### src/verilog/mipsCtrl_defs.svh
`ifndef MIPSCTRL_DEFS_SVH
`define MIPSCTRL_DEFS_SVH

// primary opcodes
`define OP_RTYPE 6'h00
`define OP_J     6'h02
`define OP_JAL   6'h03
`define OP_BEQ   6'h04
`define OP_BNE   6'h05
`define OP_BLE   6'h06
`define OP_BGT   6'h07
`define OP_ADDI  6'h08
`define OP_ADDIU 6'h09
`define OP_SLTI  6'h0a
`define OP_LB    6'h20
`define OP_LH    6'h21
`define OP_LW    6'h23
`define OP_SB    6'h28
`define OP_SH    6'h29
`define OP_SW    6'h2b

// funct field, R-type only
`define FN_JR   6'h08
`define FN_MULT 6'h18
`define FN_ADD  6'h20
`define FN_SUB  6'h22
`define FN_AND  6'h24
`define FN_SLT  6'h2a

`define STATE_W 8

`define ST_RESET     8'd0
`define ST_FETCH1    8'd1
`define ST_FETCH2    8'd2
`define ST_FETCH3    8'd3
`define ST_DECODE    8'd4
`define ST_ADD       8'd5
`define ST_RTYPE_WB  8'd6
`define ST_EXC_ENTRY 8'd7
`define ST_IMM_WB    8'd8
`define ST_AND       8'd10
`define ST_EXC_LOAD1 8'd12
`define ST_EXC_LOAD2 8'd13
`define ST_EXC_JUMP  8'd14
`define ST_MEM_ADDR  8'd15
`define ST_MEM_READ  8'd16
`define ST_SW        8'd17
`define ST_MEM_WAIT  8'd18
`define ST_MDR_LOAD  8'd19
`define ST_LW        8'd20
`define ST_LH        8'd21
`define ST_LB        8'd22
`define ST_SH        8'd23
`define ST_SB        8'd24
`define ST_SUB       8'd44
`define ST_SLT       8'd47
`define ST_SLTI      8'd49
`define ST_BEQ       8'd53
`define ST_BNE       8'd54
`define ST_BGT       8'd56
`define ST_BLE       8'd57
`define ST_JAL       8'd59
`define ST_JUMP      8'd60
`define ST_JR        8'd61
`define ST_MUL_START 8'd62
`define ST_MUL_STORE 8'd63
`define ST_ADDI      8'd73
`define ST_MUL_WAIT  8'd74
`define ST_ADDIU     8'd75

`define ALUOP_PASS 3'd0
`define ALUOP_ADD  3'd1
`define ALUOP_SUB  3'd2
`define ALUOP_AND  3'd3
`define ALUOP_CMP  3'd7

`define PCSRC_ALU    3'd0
`define PCSRC_TARGET 3'd1
`define PCSRC_JUMP   3'd2
`define PCSRC_VECTOR 3'd3

`define WB_ALUOUT   4'd0
`define WB_MDRWORD  4'd1
`define WB_MDRPART  4'd2
`define WB_PCLINK   4'd6
`define WB_STACKTOP 4'd7

`define DST_RT 2'd0
`define DST_RD 2'd1
`define DST_RA 2'd2
`define DST_SP 2'd3

// ALU B operand and memory address selects
`define SRCB_REG    2'd0
`define SRCB_FOUR   2'd1
`define SRCB_IMM    2'd2
`define SRCB_BROFF  2'd3
`define IORD_PC     3'd0
`define IORD_ALUOUT 3'd1
`define IORD_VECTOR 3'd2

`define MUL_WAIT_CYCLES 33

`endif
### src/verilog/mipsCtrlPkg.sv
`default_nettype none

package mipsCtrlPkg;

    // one flag per supported instruction
    typedef struct packed {
        logic isAdd;
        logic isSub;
        logic isAnd;
        logic isSlt;
        logic isAddi;
        logic isAddiu;
        logic isSlti;
        logic isLw;
        logic isLh;
        logic isLb;
        logic isSw;
        logic isSh;
        logic isSb;
        logic isBeq;
        logic isBne;
        logic isBgt;
        logic isBle;
        logic isJ;
        logic isJal;
        logic isJr;
        logic isMult;
        logic illegal;
    } instrClass_t;

    typedef struct packed {
        logic       pcWrite;
        logic       pcWriteCond;
        logic [2:0] pcSrc;
        logic [1:0] eqOrNe;      // 2 = taken on equal
        logic [1:0] gtOrLt;      // 2 = taken on greater
    } pcCtrl_t;

    typedef struct packed {
        logic [2:0] iOrD;
        logic       memWrite;
        logic       mdrLoad;
        logic       store;       // merge into read word
        logic       twoBytes;
        logic       wdSrc;
    } memCtrl_t;

    typedef struct packed {
        logic       aluSrcA;     // 0 = PC, 1 = reg A
        logic [1:0] aluSrcB;
        logic [2:0] aluOp;
        logic       aluOutSrc;   // compare flag instead of result
        logic       aluOutWrite;
        logic       gLtMux;
    } aluCtrl_t;

    typedef struct packed {
        logic       irWrite;
        logic       regALoad;
        logic       regBLoad;
        logic       regWrite;
        logic [1:0] regDst;
        logic [3:0] memToReg;
        logic       epcWrite;
    } regCtrl_t;

    typedef struct packed {
        logic multInit;
        logic hiLoWrite;
        logic hiLoSrc;
    } mulCtrl_t;

    typedef struct packed {
        pcCtrl_t  pc;
        memCtrl_t mem;
        aluCtrl_t alu;
        regCtrl_t regs;
        mulCtrl_t mul;
    } ctrlWord_t;

endpackage

`default_nettype wire

### src/verilog/ctrlSequencer.sv
`timescale 1ns/1ns
`default_nettype none
`include "mipsCtrl_defs.svh"

module ctrlSequencer import mipsCtrlPkg::*; (
    input  logic                clk,
    input  logic                rstN,
    input  instrClass_t         instrClass,
    input  logic                overflow,
    output logic [`STATE_W-1:0] state
);

    localparam int CntW = $clog2(`MUL_WAIT_CYCLES);

    logic [`STATE_W-1:0] nextState;
    logic [CntW-1:0]     waitCnt;

    always_comb begin
        nextState = `ST_FETCH1;
        case (state)
            `ST_RESET:  nextState = `ST_FETCH1;
            `ST_FETCH1: nextState = `ST_FETCH2;
            `ST_FETCH2: nextState = `ST_FETCH3;
            `ST_FETCH3: nextState = `ST_DECODE;
            `ST_DECODE: begin
                case (1'b1)
                    instrClass.isAdd:   nextState = `ST_ADD;
                    instrClass.isSub:   nextState = `ST_SUB;
                    instrClass.isAnd:   nextState = `ST_AND;
                    instrClass.isSlt:   nextState = `ST_SLT;
                    instrClass.isAddi:  nextState = `ST_ADDI;
                    instrClass.isAddiu: nextState = `ST_ADDIU;
                    instrClass.isSlti:  nextState = `ST_SLTI;
                    instrClass.isLw,
                    instrClass.isLh,
                    instrClass.isLb,
                    instrClass.isSw,
                    instrClass.isSh,
                    instrClass.isSb:    nextState = `ST_MEM_ADDR;
                    instrClass.isBeq:   nextState = `ST_BEQ;
                    instrClass.isBne:   nextState = `ST_BNE;
                    instrClass.isBgt:   nextState = `ST_BGT;
                    instrClass.isBle:   nextState = `ST_BLE;
                    instrClass.isJ:     nextState = `ST_JUMP;
                    instrClass.isJal:   nextState = `ST_JAL;
                    instrClass.isJr:    nextState = `ST_JR;
                    instrClass.isMult:  nextState = `ST_MUL_START;
                    instrClass.illegal: nextState = `ST_EXC_ENTRY;
                    default:            nextState = `ST_EXC_ENTRY;
                endcase
            end
            `ST_ADD,
            `ST_SUB:   nextState = overflow ? `ST_EXC_ENTRY : `ST_RTYPE_WB;
            `ST_AND,
            `ST_SLT:   nextState = `ST_RTYPE_WB;
            `ST_ADDI:  nextState = overflow ? `ST_EXC_ENTRY : `ST_IMM_WB;
            `ST_ADDIU,
            `ST_SLTI:  nextState = `ST_IMM_WB; // addiu never traps
            `ST_EXC_ENTRY: nextState = `ST_EXC_LOAD1;
            `ST_EXC_LOAD1: nextState = `ST_EXC_LOAD2;
            `ST_EXC_LOAD2: nextState = `ST_EXC_JUMP;
            `ST_MEM_ADDR:  nextState = instrClass.isSw ? `ST_SW : `ST_MEM_READ;
            `ST_MEM_READ:  nextState = `ST_MEM_WAIT;
            `ST_MEM_WAIT:  nextState = `ST_MDR_LOAD;
            `ST_MDR_LOAD: begin
                // halfword and byte stores come back here for the merge
                case (1'b1)
                    instrClass.isLh: nextState = `ST_LH;
                    instrClass.isLb: nextState = `ST_LB;
                    instrClass.isSh: nextState = `ST_SH;
                    instrClass.isSb: nextState = `ST_SB;
                    default:         nextState = `ST_LW;
                endcase
            end
            `ST_JAL:       nextState = `ST_JUMP;
            `ST_MUL_START: nextState = `ST_MUL_WAIT;
            `ST_MUL_WAIT:  nextState = (waitCnt == '0) ? `ST_MUL_STORE : `ST_MUL_WAIT;
            default:       nextState = `ST_FETCH1; // last state of every instruction
        endcase
    end

    always_ff @(posedge clk) begin
        if (!rstN) begin
            state   <= `ST_RESET;
            waitCnt <= '0;
        end else begin
            state <= nextState;
            if (state == `ST_MUL_START) begin
                waitCnt <= CntW'(`MUL_WAIT_CYCLES - 1);
            end else if (state == `ST_MUL_WAIT && waitCnt != '0) begin
                waitCnt <= waitCnt - 1'b1;
            end
        end
    end

endmodule

`default_nettype wire

### src/verilog/ctrlWordGen.sv
`timescale 1ns/1ns
`default_nettype none
`include "mipsCtrl_defs.svh"

module ctrlWordGen import mipsCtrlPkg::*; (
    input  logic [`STATE_W-1:0] state,
    output ctrlWord_t           ctrl
);

    always_comb begin
        ctrl = '0;
        case (state)
            `ST_RESET: begin // stack pointer load
                ctrl.regs.regWrite = 1'b1;
                ctrl.regs.regDst   = `DST_SP;
                ctrl.regs.memToReg = `WB_STACKTOP;
            end
            `ST_FETCH1: begin // PC + 4
                ctrl.pc.pcWrite   = 1'b1;
                ctrl.pc.pcSrc     = `PCSRC_ALU;
                ctrl.mem.iOrD     = `IORD_PC;
                ctrl.alu.aluSrcB  = `SRCB_FOUR;
                ctrl.alu.aluOp    = `ALUOP_ADD;
            end
            `ST_FETCH2: ; // memory latency
            `ST_FETCH3: ctrl.regs.irWrite = 1'b1;
            `ST_DECODE: begin
                ctrl.alu.aluSrcB     = `SRCB_BROFF; // branch target into ALUOut
                ctrl.alu.aluOp       = `ALUOP_ADD;
                ctrl.alu.aluOutWrite = 1'b1;
                ctrl.regs.regALoad   = 1'b1;
                ctrl.regs.regBLoad   = 1'b1;
            end
            `ST_ADD, `ST_SUB, `ST_AND, `ST_SLT: begin
                ctrl.alu.aluSrcA     = 1'b1;
                ctrl.alu.aluSrcB     = `SRCB_REG;
                ctrl.alu.aluOutWrite = 1'b1;
                case (state)
                    `ST_ADD: ctrl.alu.aluOp = `ALUOP_ADD;
                    `ST_SUB: ctrl.alu.aluOp = `ALUOP_SUB;
                    `ST_AND: ctrl.alu.aluOp = `ALUOP_AND;
                    default: ctrl.alu.aluOp = `ALUOP_CMP;
                endcase
                ctrl.alu.aluOutSrc = (state == `ST_SLT);
            end
            `ST_ADDI, `ST_ADDIU, `ST_MEM_ADDR: begin // A + imm
                ctrl.alu.aluSrcA     = 1'b1;
                ctrl.alu.aluSrcB     = `SRCB_IMM;
                ctrl.alu.aluOp       = `ALUOP_ADD;
                ctrl.alu.aluOutWrite = 1'b1;
            end
            `ST_SLTI: begin
                ctrl.alu.aluSrcA     = 1'b1;
                ctrl.alu.aluSrcB     = `SRCB_IMM;
                ctrl.alu.aluOp       = `ALUOP_CMP;
                ctrl.alu.aluOutSrc   = 1'b1;
                ctrl.alu.aluOutWrite = 1'b1;
            end
            `ST_RTYPE_WB, `ST_IMM_WB: begin
                ctrl.regs.regWrite = 1'b1;
                ctrl.regs.regDst   = (state == `ST_RTYPE_WB) ? `DST_RD : `DST_RT;
                ctrl.regs.memToReg = `WB_ALUOUT;
            end
            `ST_EXC_ENTRY: begin // EPC gets PC - 4
                ctrl.mem.iOrD      = `IORD_VECTOR;
                ctrl.alu.aluSrcB   = `SRCB_FOUR;
                ctrl.alu.aluOp     = `ALUOP_SUB;
                ctrl.regs.epcWrite = 1'b1;
            end
            `ST_EXC_LOAD1: ctrl.mem.iOrD = `IORD_VECTOR;
            `ST_EXC_LOAD2: begin
                ctrl.mem.iOrD    = `IORD_VECTOR;
                ctrl.mem.mdrLoad = 1'b1;
            end
            `ST_EXC_JUMP: begin // handler address from MDR
                ctrl.pc.pcWrite = 1'b1;
                ctrl.pc.pcSrc   = `PCSRC_VECTOR;
            end
            `ST_MEM_READ, `ST_MEM_WAIT: ctrl.mem.iOrD = `IORD_ALUOUT;
            `ST_MDR_LOAD: begin
                ctrl.mem.iOrD    = `IORD_ALUOUT;
                ctrl.mem.mdrLoad = 1'b1;
            end
            `ST_LW, `ST_LH, `ST_LB: begin
                ctrl.regs.regWrite = 1'b1;
                ctrl.regs.regDst   = `DST_RT;
                ctrl.regs.memToReg = (state == `ST_LW) ? `WB_MDRWORD : `WB_MDRPART;
                ctrl.mem.twoBytes  = (state == `ST_LH);
            end
            `ST_SW, `ST_SH, `ST_SB: begin
                ctrl.mem.iOrD     = `IORD_ALUOUT;
                ctrl.mem.memWrite = 1'b1;
                ctrl.mem.store    = (state != `ST_SW); // partial store merges B into MDR
                ctrl.mem.wdSrc    = (state != `ST_SW);
                ctrl.mem.twoBytes = (state == `ST_SH);
            end
            `ST_BEQ, `ST_BNE, `ST_BGT, `ST_BLE: begin
                ctrl.pc.pcWriteCond = 1'b1;
                ctrl.pc.pcSrc       = `PCSRC_TARGET;
                ctrl.alu.aluSrcA    = 1'b1;
                ctrl.alu.aluSrcB    = `SRCB_REG;
                case (state)
                    `ST_BEQ: ctrl.pc.eqOrNe = 2'd2;
                    `ST_BNE: ctrl.pc.eqOrNe = 2'd1;
                    `ST_BGT: ctrl.pc.gtOrLt = 2'd2;
                    default: ctrl.pc.gtOrLt = 2'd1;
                endcase
                ctrl.alu.aluOp = (state == `ST_BEQ || state == `ST_BNE) ? `ALUOP_SUB
                                                                          : `ALUOP_CMP;
            end
            `ST_JAL: begin // link before the jump
                ctrl.regs.regWrite = 1'b1;
                ctrl.regs.regDst   = `DST_RA;
                ctrl.regs.memToReg = `WB_PCLINK;
            end
            `ST_JUMP: begin
                ctrl.pc.pcWrite = 1'b1;
                ctrl.pc.pcSrc   = `PCSRC_JUMP;
            end
            `ST_JR: begin // rs straight through the ALU
                ctrl.pc.pcWrite  = 1'b1;
                ctrl.pc.pcSrc    = `PCSRC_ALU;
                ctrl.alu.aluSrcA = 1'b1;
                ctrl.alu.aluOp   = `ALUOP_PASS;
            end
            `ST_MUL_START: ctrl.mul.multInit = 1'b1;
            `ST_MUL_WAIT: ;
            `ST_MUL_STORE: begin
                ctrl.mul.hiLoWrite = 1'b1;
                ctrl.mul.hiLoSrc   = 1'b1;
            end
            default: ;
        endcase
    end

endmodule

`default_nettype wire

### src/verilog/instrDecoder.sv
`timescale 1ns/1ns
`default_nettype none
`include "mipsCtrl_defs.svh"

module instrDecoder import mipsCtrlPkg::*; (
    input  logic [5:0]  opcode,
    input  logic [5:0]  funct,
    output instrClass_t instrClass
);

    always_comb begin
        instrClass = '0;
        case (opcode)
            `OP_RTYPE: begin
                case (funct)
                    `FN_ADD:  instrClass.isAdd  = 1'b1;
                    `FN_SUB:  instrClass.isSub  = 1'b1;
                    `FN_AND:  instrClass.isAnd  = 1'b1;
                    `FN_SLT:  instrClass.isSlt  = 1'b1;
                    `FN_JR:   instrClass.isJr   = 1'b1;
                    `FN_MULT: instrClass.isMult = 1'b1;
                    default:  instrClass.illegal = 1'b1; // shifts, div, break, rte too
                endcase
            end
            `OP_ADDI:  instrClass.isAddi  = 1'b1;
            `OP_ADDIU: instrClass.isAddiu = 1'b1;
            `OP_SLTI:  instrClass.isSlti  = 1'b1;
            `OP_LW:    instrClass.isLw    = 1'b1;
            `OP_LH:    instrClass.isLh    = 1'b1;
            `OP_LB:    instrClass.isLb    = 1'b1;
            `OP_SW:    instrClass.isSw    = 1'b1;
            `OP_SH:    instrClass.isSh    = 1'b1;
            `OP_SB:    instrClass.isSb    = 1'b1;
            `OP_BEQ:   instrClass.isBeq   = 1'b1;
            `OP_BNE:   instrClass.isBne   = 1'b1;
            `OP_BGT:   instrClass.isBgt   = 1'b1;
            `OP_BLE:   instrClass.isBle   = 1'b1;
            `OP_J:     instrClass.isJ     = 1'b1;
            `OP_JAL:   instrClass.isJal   = 1'b1;
            default:   instrClass.illegal = 1'b1;
        endcase
    end

endmodule

`default_nettype wire

### src/verilog/mipsControl.sv
`timescale 1ns/1ns
`default_nettype none
`include "mipsCtrl_defs.svh"

module mipsControl import mipsCtrlPkg::*; (
    input  logic       clk,
    input  logic       rstN,
    input  logic [5:0] opcode,
    input  logic [5:0] funct,
    input  logic       overflow,
    output ctrlWord_t  ctrl
);

    instrClass_t         instrClass;
    logic [`STATE_W-1:0] state;

    instrDecoder decoder0 (
        .opcode     (opcode),
        .funct      (funct),
        .instrClass (instrClass)
    );

    ctrlSequencer sequencer0 (
        .clk        (clk),
        .rstN       (rstN),
        .instrClass (instrClass),
        .overflow   (overflow),
        .state      (state)
    );

    // Moore outputs, state only
    ctrlWordGen wordGen0 (
        .state (state),
        .ctrl  (ctrl)
    );

endmodule

`default_nettype wire

### config.mk
export PLATFORM = sky130hd
export DESIGN_NAME = mipsControl
export DESIGN_NICKNAME = d
export VERILOG_FILES = /design/src/verilog/mipsCtrlPkg.sv /design/src/verilog/ctrlSequencer.sv /design/src/verilog/ctrlWordGen.sv /design/src/verilog/instrDecoder.sv /design/src/verilog/mipsControl.sv
export VERILOG_INCLUDE_DIRS = /design/src /design/src/verilog
export SDC_FILE = /design/constraint.sdc
export NUM_CORES = 1
export LEC_CHECK = 0
export BUFFER_PORTS_ARGS = -buffer_cell sky130_fd_sc_hd__buf_2
export CAP_MARGIN = 20
export CORE_MARGIN = 2
export CORE_UTILIZATION = 45
export CTS_CLUSTER_DIAMETER = 100
export DETAILED_ROUTE_END_ITERATION = 6
export GPL_ROUTABILITY_DRIVEN = 0
export GPL_TIMING_DRIVEN = 0
export PLACE_DENSITY_LB_ADDON = 0.2
export SLEW_MARGIN = 15
export SYNTH_ARGS = -nofsm -noshare
export SYNTH_HDL_FRONTEND = slang
export SYNTH_HIERARCHICAL = 1
export SYNTH_SLANG_ARGS = --single-unit
### constraint.sdc
create_clock -name clk -period 2.2 [get_ports clk]
set_input_delay 0.33 -clock clk [delete_from_list [all_inputs] [get_ports clk]]
set_output_delay 0.33 -clock clk [all_outputs]
set_load 0.03 [all_outputs]
# [Word-level counts from Yosys, hierarchy flattened]
# Cells that the tools add are included.
[word_totals] regBits=14 latch_bits=0 mem_bits_rw=0 mem_bits_ro=0 in_bits=15 output_inout_bits=40 wordCells=167 memories=0
[classes] n_addsub=1 mul=0 div_mod_pow=0 order_cmp=0 eq_ne=59 shift=0 n_mux=76 n_bitwise=1 n_reduce_logical=27
[op_table] operator="2-to-1 mux 8 bit" n=18
[op_table] operator="case mux 8 bit (18 select lines)" n=1
[op_table] operator="== test 8 x 6 -> 1 bit, second input constant" n=12
[op_table] operator="== test 8 x 5 -> 1 bit, second input constant" n=9
[op_table] operator="== test 6 bit, second input constant" n=10
[op_table] operator="== test 8 x 4 -> 1 bit, second input constant" n=6
[op_table] operator="2-to-1 mux 1 bit" n=34
[op_table] operator="== test 8 x 3 -> 1 bit, second input constant" n=4
[op_table] operator="case mux 7 bit (4 select lines)" n=1
[op_table] operator="== test 6 x 3 -> 1 bit, second input constant" n=4
[op_table] operator="== test 6 x 4 -> 1 bit, second input constant" n=4
[op_table] operator="== test 8 x 7 -> 1 bit, second input constant" n=3
[op_table] operator="2-to-1 mux 6 bit" n=3
[op_table] operator="== test 8 x 2 -> 1 bit, second input constant" n=2
[op_table] operator="2-to-1 mux 4 bit" n=4
[op_table] operator="OR reduction 2 bit" n=8
[op_table] operator="OR reduction 4 bit" n=4
[op_table] operator="case mux 3 bit (5 select lines)" n=1
[op_table] operator="OR reduction 13 bit" n=1
[op_table] operator="== test 6 x 2 -> 1 bit, second input constant" n=2
[op_table] operator="logical NOT 6 bit" n=2
[op_table] operator="case mux 2 bit (2 select lines)" n=3
[op_table] operator="case mux 2 bit (3 select lines)" n=2
[op_table] operator="OR reduction 6 bit" n=2
[op_table] operator="other kinds (18)" n=24

# [Depth between registers and ports, before layout]
# Gate-level depths: netlist (run 1).
[logic_depth] word_depth=20 mapped_depth=9 mapped_depth_nobuf=8

# [Cells and area by module]
# The synthesis (run 1) kept the hierarchy.
[modules_own_cells] mod="ctrlSequencer" instances=1 cells_each=191 area_each_um2=1386.3 seq_area_each_um2=260.2
[modules_own_cells] mod="ctrlWordGen" instances=1 cells_each=135 area_each_um2=792.0 seq_area_each_um2=0.0
[modules_own_cells] mod="instrDecoder" instances=1 cells_each=53 area_each_um2=322.8 seq_area_each_um2=0.0

# [Worst setup path before layout (run 1)]
# No wires, ideal clock.
[synth_path] kind="flip-flop to output port" start="reg sequencer0.state[4]" end="out ctrl[15] in the netlist's numbering" arrival_ps=2220 t_required_ps=1870 slack_ps=-350 path_stages_with_launch=6 n_path_buf=1 cell_sequence="dfxtp_1 or4_1 buf_2 nor3_1 a211oi_1 nand2_1"
[synth_rtl] element="start, declared" line_no="ctrlSequencer.sv:10" source="output logic [`STATE_W-1:0] state"
[synth_rtl] element="start signal, assigned" line_no="ctrlSequencer.sv:84" source="state <= `ST_RESET;"
[synth_rtl] element="start signal, assigned" line_no="ctrlSequencer.sv:87" source="state <= nextState;"
[synth_rtl] element="end, declared" line_no="mipsControl.sv:11" source="output ctrlWord_t ctrl"

==> metrics, run 1 <==
status complete, but fails checks; failing checks setup timing; Cells after Synth 368; Critical R2R Capture sequencer0/state[6]; largest net degree at the start of global routing 12; critical path startpoint opcode[4]; number of global-route vias before repair 2565; Post-DP HPWL 5343 µm; final hold viol count 0; Worst R2R Setup Slack 0.11 ns; initial antenna violation count 0; final-report setup violation count 6; Clk Latency, worst-skew pair 0.24 ns; PortBufs 48; Final Max Tran Viols 0; Post-DP Area 2815 µm²; Die H 77.35 µm; Synth Area per Inst 6.579 µm²; fin nets 458; CORE AREA 5140 µm²; clk_skew 0.001727 ns; CP Capture Type flip-flop; fin worst setup slack -0.1103 ns; crit path DAT 2.49 ns; worst r2r src sequencer0/state[2]; Req. time, crit path 2.38 ns; DR DRC count 0; CTS Root Buffer Type clkbuf_8; H-tree levels 1; clock slew at reported path FFs 0.05 ns; first-pass GRT wire length 11930 µm; total grt overflow 0; vias per cell 6.102; Routed WL per cell 15.26 µm; path type of the worst setup path primary input to flip-flop; fill count 459; Max Buffers Root-to-Sink 2; antenna-violating nets left 0; Site Rows 26; I/O pins 55; drt first-iter violations 440; WL final 7799 µm; Ant. Diodes 0; clk sink count 13; post-route cell area 3326 µm²; Die ar. 5983 µm²; Worst Tran Pin Value 0.5923 ns; period utilization 105.0%; Peak VDD IR 0.4649 mV; RSZ-0062 raised after global routing yes; fmax 432.8 MHz; Post-Syn Area 2421 µm²; Worst Hold Class primary input to flip-flop; CP Launch Type primary input; Worst slew margin 60.15%; total CTS buffers 3; Max Cap Viol 0; min Tclk post-route 2.310 ns; DR pass1 iterations 5; Global Route Usage Sum 23.49%; min-delay src rstN; share of cells above drive strength 1 36.73%; CP endpoint sequencer0/state[0]; pwr/cell area 731.0 nW/µm²; CTS tree done; Lkg Pwr 1.386 nW; post-place setup slack -0.5842 ns; reg2reg path depth 6; Ys Warns 6; final setup TNS -0.3026 ns; routed vias 3118; CP Max Fanout 3; Area Growth Syn to Fin 37.36%; die outline width 77.35 µm; Starting Density 47.10%
## through the flow
step | hold slack (ns) | cells | util [%] | power [mW]
2_1_floorplan | 0.4636 | 371 | - | 1.571
3_3_place_gp | 0.5119 | 489 | 54.77 | 1.916
3_5_place_dp | 0.5428 | 489 | 54.77 | 1.916
4_1_cts | 0.3605 | 504 | 60.88 | 2.261
5_1_grt | 0.3866 | 511 | 64.70 | 2.589
6_report | 0.3658 | 511 | 64.70 | 2.431
## metal layers
metal | part of all wire (%) | wire length, µm | track usage [%]
met2 | 48 | 3779 | 37.65
met5 | 0 | 0 | 0
met3 | 7.9 | 614 | 1.977
met1 | 42 | 3245 | 32.93
met4 | 2.0 | 159 | 8.393
## area by class of cell
cell class	instances	area, µm²	area share (%)
Inverter	12	45.04	1.354
Buffer	33	226.5	6.810
Timing Repair Buffer	68	483.0	14.52
Clock buffer	4	45.04	1.354
Multi-Input combinational cell	311	2166	65.12
Sequential cell	13	272.8	8.202
Tap cell	70	87.58	2.634
## power by group
group / total (mW) / internal, mW / leakage, nW / switching, mW
logic: 1.90 / 0.728 / 1.25 / 1.17
registers: 0.320 / 0.266 / 0.109 / 0.0542
clock network: 0.209 / 0.128 / 0.0228 / 0.0812
## placed cells by master (no fill, tap or decap), types with 4 or more instances in the layout
cell type,instances
nor2_1,52
buf_2,40
buf_4,32
nand3_1,24
nand2_1,23
buf_6,17
nor3_1,16
inv_1,12
a31oi_1,10
nor2b_1,9
a21oi_1,9
nand3b_1,8
and3_1,8
nand2b_1,7
o211ai_1,7
o21ai_0,7
dfxtp_1,7
xor2_1,6
clkbuf_1,5
clkbuf_4,5
nor3_2,5
o21a_1,5
conb_1,5
a211oi_2,4
o21ai_1,4
dfxtp_2,4
## repair_timing
action	4_1_cts	5_1_grt
hold buffers	0	0
resized for setup	61	43
hold endpoints to repair	0	0
setup buffers	12	9
cloned	0	0
endpoints found under the setup margin	35	25
pin swaps	6	18
## critical path, stage by stage
cell and delay (ns):
buf_6 0.09, or4_4 0.55, nor4b_4 0.29, and3b_1 0.23, nor4b_1 0.05, or4_1 0.44, a311oi_2 0.33, o41a_1 0.18
## flip-flops by register name, summed over array words and instances (netlist names)
name	flops
sequencer0/state	7
sequencer0/waitCnt	6
## how the worst min path moves through the flow
stage                     cells past startpoint  slack (ns)                    end
after CTS                                     2        0.36    sequencer0/state[2]
after detailed placement                      2        0.54  sequencer0/waitCnt[2]
after global routing                          2        0.39    sequencer0/state[0]
after global placement                        2        0.51  sequencer0/waitCnt[1]
final                                         2        0.37    sequencer0/state[2]
after floorplan                               1        0.46    sequencer0/state[0]
Power figures use the tool's default switching activity.
==> run 2: changes to the inputs <==
CORE_UTILIZATION = 40   (was 45)
==> run 2 against run 1 <==
Against the previous run: the flow still finishes with violations (setup timing); register-to-register slack lost 0.07 ns; setup slack lost 0.0021 ns; global-route usage shrank 0.42 points; critical path depth is the same; critical path type unchanged.
==> metrics, run 2 (same netlist as run 1, synthesis figures left out) <==
Max Cap Viol 0 (unchanged); Ant. Diodes 0 (unchanged); number of global-route vias before repair 2807 (+9.4%); failing checks setup timing; Peak VDD IR 0.5029 mV (+8.2%); CP max stage cell or4_4; drt first-iter violations 201 (-54%); Bufs and invs on worst path 1 (unchanged); period utilization 105.1% (about the same); most common cell after layout, fill and taps aside nor2_1; Area Growth Syn to Fin 39.33%; final hold viol count 0 (unchanged); Max Buffers Root-to-Sink 2 (unchanged); CP Capture Type flip-flop; Worst Hold Class primary input to flip-flop; routed vias 3175 (+1.8%); CP Max Fanout 4 (+1); Die H 81.80 µm (+5.8%); DR pass1 iterations 7 (+2); PortBufs 48 (unchanged); fin worst setup slack -0.1124 ns (-0.002103 ns); Lkg Pwr 1.406 nW (+1.5%); met2 WL 3867 µm (+2.3%); Global Route Usage Sum 23.08% (-0.42 points); most frequent cells in the layout nor2_1, buf_2, buf_4; Worst Tran Pin Value 0.5542 ns (-0.03818 ns); pwr/cell area 723.7 nW/µm² (-0.99%); initial antenna violation count 0 (unchanged); clk sink count 13 (unchanged); Die ar. 6691 µm² (+12%); CORE AREA 5886 µm² (+15%); Req. time, crit path 2.37 ns (about the same); min Tclk post-route 2.312 ns (+0.002103 ns); antenna-violating nets left 0 (unchanged); Post-DP HPWL 5635 µm (+5.5%); met3 wire length 725 µm (+18%); worst r2r src sequencer0/state[2]; fill count 572 (+25%); register area 272.8 µm² (unchanged); final-report setup violation count 5 (-1); Metal-1 WL 3231 µm (-0.43%); Most flops, register sequencer0/state; critical path startpoint opcode[4]; top routing layer in use met4; CTS Root Buffer Type clkbuf_8; min-delay src rstN; status complete, but fails checks; share of cells above drive strength 1 36.57% (-0.17 points); I/O pins 55 (unchanged); CP Launch Type primary input; total grt overflow 0 (unchanged); vias per cell 6.129 (+0.45%); DR DRC count 0 (unchanged); clk_skew 0.003020 ns (+0.001293 ns); crit path DAT 2.48 ns (about the same); max reg flops 7 (unchanged); Starting Density 41.14% (-6.0 points); Site Rows 28 (+7.7%); multi-input logic area 2151 µm² (-0.69%); H-tree levels 1 (unchanged); die outline width 81.80 µm (+5.8%); Max stage delay on crit path 0.55 ns (about the same); clock slew at reported path FFs 0.05 ns (about the same); Clk Latency, worst-skew pair 0.24 ns (about the same); Final Max Tran Viols 0 (unchanged); total CTS buffers 3 (unchanged); Worst slew margin 62.65% (+2.5 points); fmax 432.5 MHz (about the same); RSZ-0062 raised after global routing yes; post-place setup slack -0.5239 ns (+0.06028 ns); first-pass GRT wire length 12700 µm (+6.4%); path type of the worst setup path primary input to flip-flop; worst-path cell chain buf_6 -> or4_4 -> nor4b_4 -> and3b_1 -> nor4b_2 -> or4_1 -> a311oi_2 -> o41a_1; CTS tree done; fin nets 460 (+0.44%); Routed WL per cell 15.38 µm (+0.76%); top flop regs sequencer0/state: 7 flops, sequencer0/waitCnt: 6 flops; final core utilization 57.31% (-7.4 points); CP delay by family, top simple AND/OR/NAND/NOR gates; WL final 7966 µm (+2.1%); largest net degree at the start of global routing 12 (unchanged)
-- run 2: final cells by class --
class / count / share of cell area, %
plain buffers: 33 / 7.196
clock buffers: 4 / 1.335
repair buffers: 70 / 15.50
multi-input cells: 311 / 63.76
inverters: 12 / 1.335
well taps: 75 / 2.782
flip-flops and latches: 13 / 8.086
-- run 2: per-layer routing --
layer,vias to the layer above,GRT usage [%]
met3,24,2.857
met5,-,0
met2,189,40.65
li1,1496,-
met4,0,7.000
met1,1466,29.17
-- run 2: metrics by stage --
step / power, mW / area [µm²] / hold WS [ns] / cells / TNS, ns
after floorplan: 1.571 / 2487 / 0.4636 / 371 / -0.1767
after global placement: 1.941 / 2821 / 0.5088 / 494 / -3.948
after detailed placement: 1.950 / 2821 / 0.5386 / 494 / -3.330
after CTS: 2.311 / 3179 / 0.3740 / 511 / -0.3536
after global routing: 2.606 / 3373 / 0.3907 / 518 / -1.314
final: 2.441 / 3373 / 0.3809 / 518 / -0.2197
-- run 2: power by group --
part | total, mW | leakage (nW) | switching (mW) | internal, mW
logic | 1.91 | 1.28 | 1.18 | 0.732
registers | 0.328 | 0.109 | 0.0626 | 0.265
clock network | 0.206 | 0.0228 | 0.0782 | 0.127
-- run 2: path summary, 6_finish.rpt --
check | end | slack, ns | cells after the start
setup / recovery | sequencer0/state[0] | -0.11 | 8
hold / removal | sequencer0/state[2] | 0.38 | 2
setup reg to reg | sequencer0/state[3] | 0.04 | 6
hold reg to reg | sequencer0/waitCnt[4] | 0.55 | 2
-- run 2: what timing repair did --
action / 4_1_cts / 5_1_grt
gates resized for setup: 64 / 45
hold buffers: 0 / 0
gates cloned: 0 / 0
setup buffers: 14 / 8
setup endpoints to repair: 40 / 32
pin swaps: 12 / 11
-- run 2: worst register-to-register path: cells and delay by family (launching register included) --
kind / cells / cell delay [ns]
AOI/OAI and AO/OA: 4 / 1.09
DFF: 1 / 0.47
and+or+nand+nor: 1 / 0.21
buffers and inverters: 1 / 0.25
==> run 3: changes to the inputs <==
PLACE_DENSITY_LB_ADDON = 0.08   (was 0.2)
SLEW_MARGIN = not set   (was 15)
==> run 3 against run 2 <==
Against the previous run: the flow still finishes with violations (setup timing); utilization rose by 0.40 points; via count fell by 2.3%; clock power rose by 7%; flip-flop and latch count did not move; combinational power rose by 4%; sequential share of layout area fell by 0.057 points; global-route usage rose by 0.91 points; register-to-register slack barely moved; wire length rose by 3.4%.
==> metrics, run 3 (same netlist as run 1, synthesis figures left out) <==
min Tclk post-route 2.309 ns (-0.003400 ns); grt met3 use 2.637% (-0.22 points); most frequent cells in the layout nor2_1, buf_2, buf_4; I/O pins 55 (unchanged); path type of the worst setup path primary input to flip-flop; Site Rows 28 (unchanged); Starting Density 41.14% (unchanged); total CTS buffers 3 (unchanged); Clk Latency, worst-skew pair 0.25 ns (about the same); final-report setup violation count 4 (-1); most common cell after layout, fill and taps aside nor2_1; CP Launch Type primary input; Ant. Diodes 0 (unchanged); post-place setup slack -0.5818 ns (-0.05788 ns); H-tree levels 1 (unchanged); initial antenna violation count 0 (unchanged); Comb power frac 78.4% (+0.3 points); top flop regs sequencer0/state: 7 flops, sequencer0/waitCnt: 6 flops; final core utilization 57.72% (+0.40 points); Peak VDD IR 0.5060 mV (+0.62%); met1 Resource Use GR 31.41% (+2.2 points); number of global-route vias before repair 2698 (-3.9%); die outline width 81.80 µm (unchanged); Area Growth Syn to Fin 40.31%; Die H 81.80 µm (unchanged); period utilization 105.0% (-0.15 points); Routed WL per cell 15.93 µm (+3.6%); status complete, but fails checks; DR pass1 iterations 5 (-2); clk_skew 0.0007608 ns (-0.002259 ns); antenna-violating nets left 0 (unchanged); CP Capture Type flip-flop; pwr/cell area 744.9 nW/µm² (+2.9%); total grt overflow 0 (unchanged); fmax 433.1 MHz (+0.15%); first-pass GRT wire length 12880 µm (+1.4%); fin nets 459 (-0.22%); drt first-iter violations 138 (-31%); fin worst setup slack -0.1090 ns (+0.003400 ns); final hold viol count 0 (unchanged); largest net degree at the start of global routing 12 (unchanged); clock slew at reported path FFs 0.05 ns (about the same); post-route cell area 3397 µm² (+0.70%); Power Total 2.531 mW (+3.7%); share of cells above drive strength 1 37.78% (+1.2 points); CP Max Fanout 3 (-1); Lkg Pwr 1.414 nW (+0.53%); clk sink count 13 (unchanged); Hold Buf Count CTS 0 (unchanged); Final Max Tran Viols 0 (unchanged); PortBufs 48 (unchanged); max reg flops 7 (unchanged); WL final 8237 µm (+3.4%); Req. time, crit path 2.39 ns (+0.02 ns); clock group share of total power 8.7% (+0.3 points); CTS Root Buffer Type clkbuf_8; Max Cap Viol 0 (unchanged); CORE AREA 5886 µm² (unchanged); GR peak layer met2; Worst Tran Pin Value 0.5892 ns (+0.03503 ns); CTS tree done; Net Sw Frac 54.11% (+0.19 points); Die ar. 6691 µm² (unchanged); sw power 1.369 mW (+4.0%); DR DRC count 0 (unchanged); Max Buffers Root-to-Sink 2 (unchanged); Worst Hold Class primary input to flip-flop; failing checks setup timing; RSZ-0062 raised after global routing yes; routed vias 3103 (-2.3%); met2 usage in global routing 40.57% (-0.081 points); Post-DP HPWL 5786 µm (+2.7%); Global Route Usage Sum 23.99% (+0.91 points); Most flops, register sequencer0/state; Worst slew margin 60.29% (-2.4 points); Post-DP Area 2821 µm² (unchanged); vias per cell 6.002 (-2.1%); Pint 1.161 mW (+3.2%); share of power burned in registers 13.0% (-0.4 points); crit path DAT 2.50 ns (+0.02 ns)
## run 3: repair_timing
action | CTS | global route
setup buffers | 13 | 8
endpoints found under the setup margin | 39 | 30
pin swaps | 9 | 18
resized for setup | 68 | 49
## run 3: through the flow
step / TNS, ns / cells / hold WS, ns
2_1_floorplan: -0.1767 / 371 / 0.4636
3_3_place_gp: -3.991 / 494 / 0.5105
3_5_place_dp: -3.903 / 494 / 0.5349
4_1_cts: -0.5895 / 510 / 0.3533
5_1_grt: -1.292 / 517 / 0.3657
6_report: -0.2458 / 517 / 0.3544
## run 3: layer usage
metal,vias to the layer above,wire length [µm]
li1,1494,-
met1,1461,3567
met2,135,3962
met3,13,559
met4,0,147
met5,-,0
## run 3: worst max-delay path, stage by stage
cell      delay, ns
buf_6          0.09
or4_4          0.55
nor4b_4        0.28
and3b_2        0.26
nor4b_2        0.05
or4_1          0.43
a311oi_2       0.33
o41a_1         0.18
## run 3: layout make-up
type	count	area, µm²
clock buffers	4	45.04
inverters	12	48.80
well taps	75	93.84
fillers	577	2489
plain buffers	33	229.0
multi-input cells	311	2177
flip-flops and latches	13	272.8
repair buffers	69	530.5
## run 3: power groups by stage
stage               combinational [mW]  sequential, mW  clock [mW]
floorplan                         1.27           0.299           0
global placement                  1.62           0.323           0
detailed placement                1.62           0.323           0
CTS                               1.78           0.322       0.224
global route                      2.11           0.330       0.236
finish                            1.98           0.328       0.220
## run 3: worst paths after layout
check	end	cells past startpoint	slack, ns	startpoint
worst min-delay path	sequencer0/state[2]	2	0.35	rstN
worst min register to register	sequencer0/waitCnt[1]	2	0.53	sequencer0/waitCnt[1]
worst max register to register	sequencer0/state[6]	6	0.05	sequencer0/state[2]
worst max-delay path	sequencer0/state[0]	8	-0.11	opcode[4]
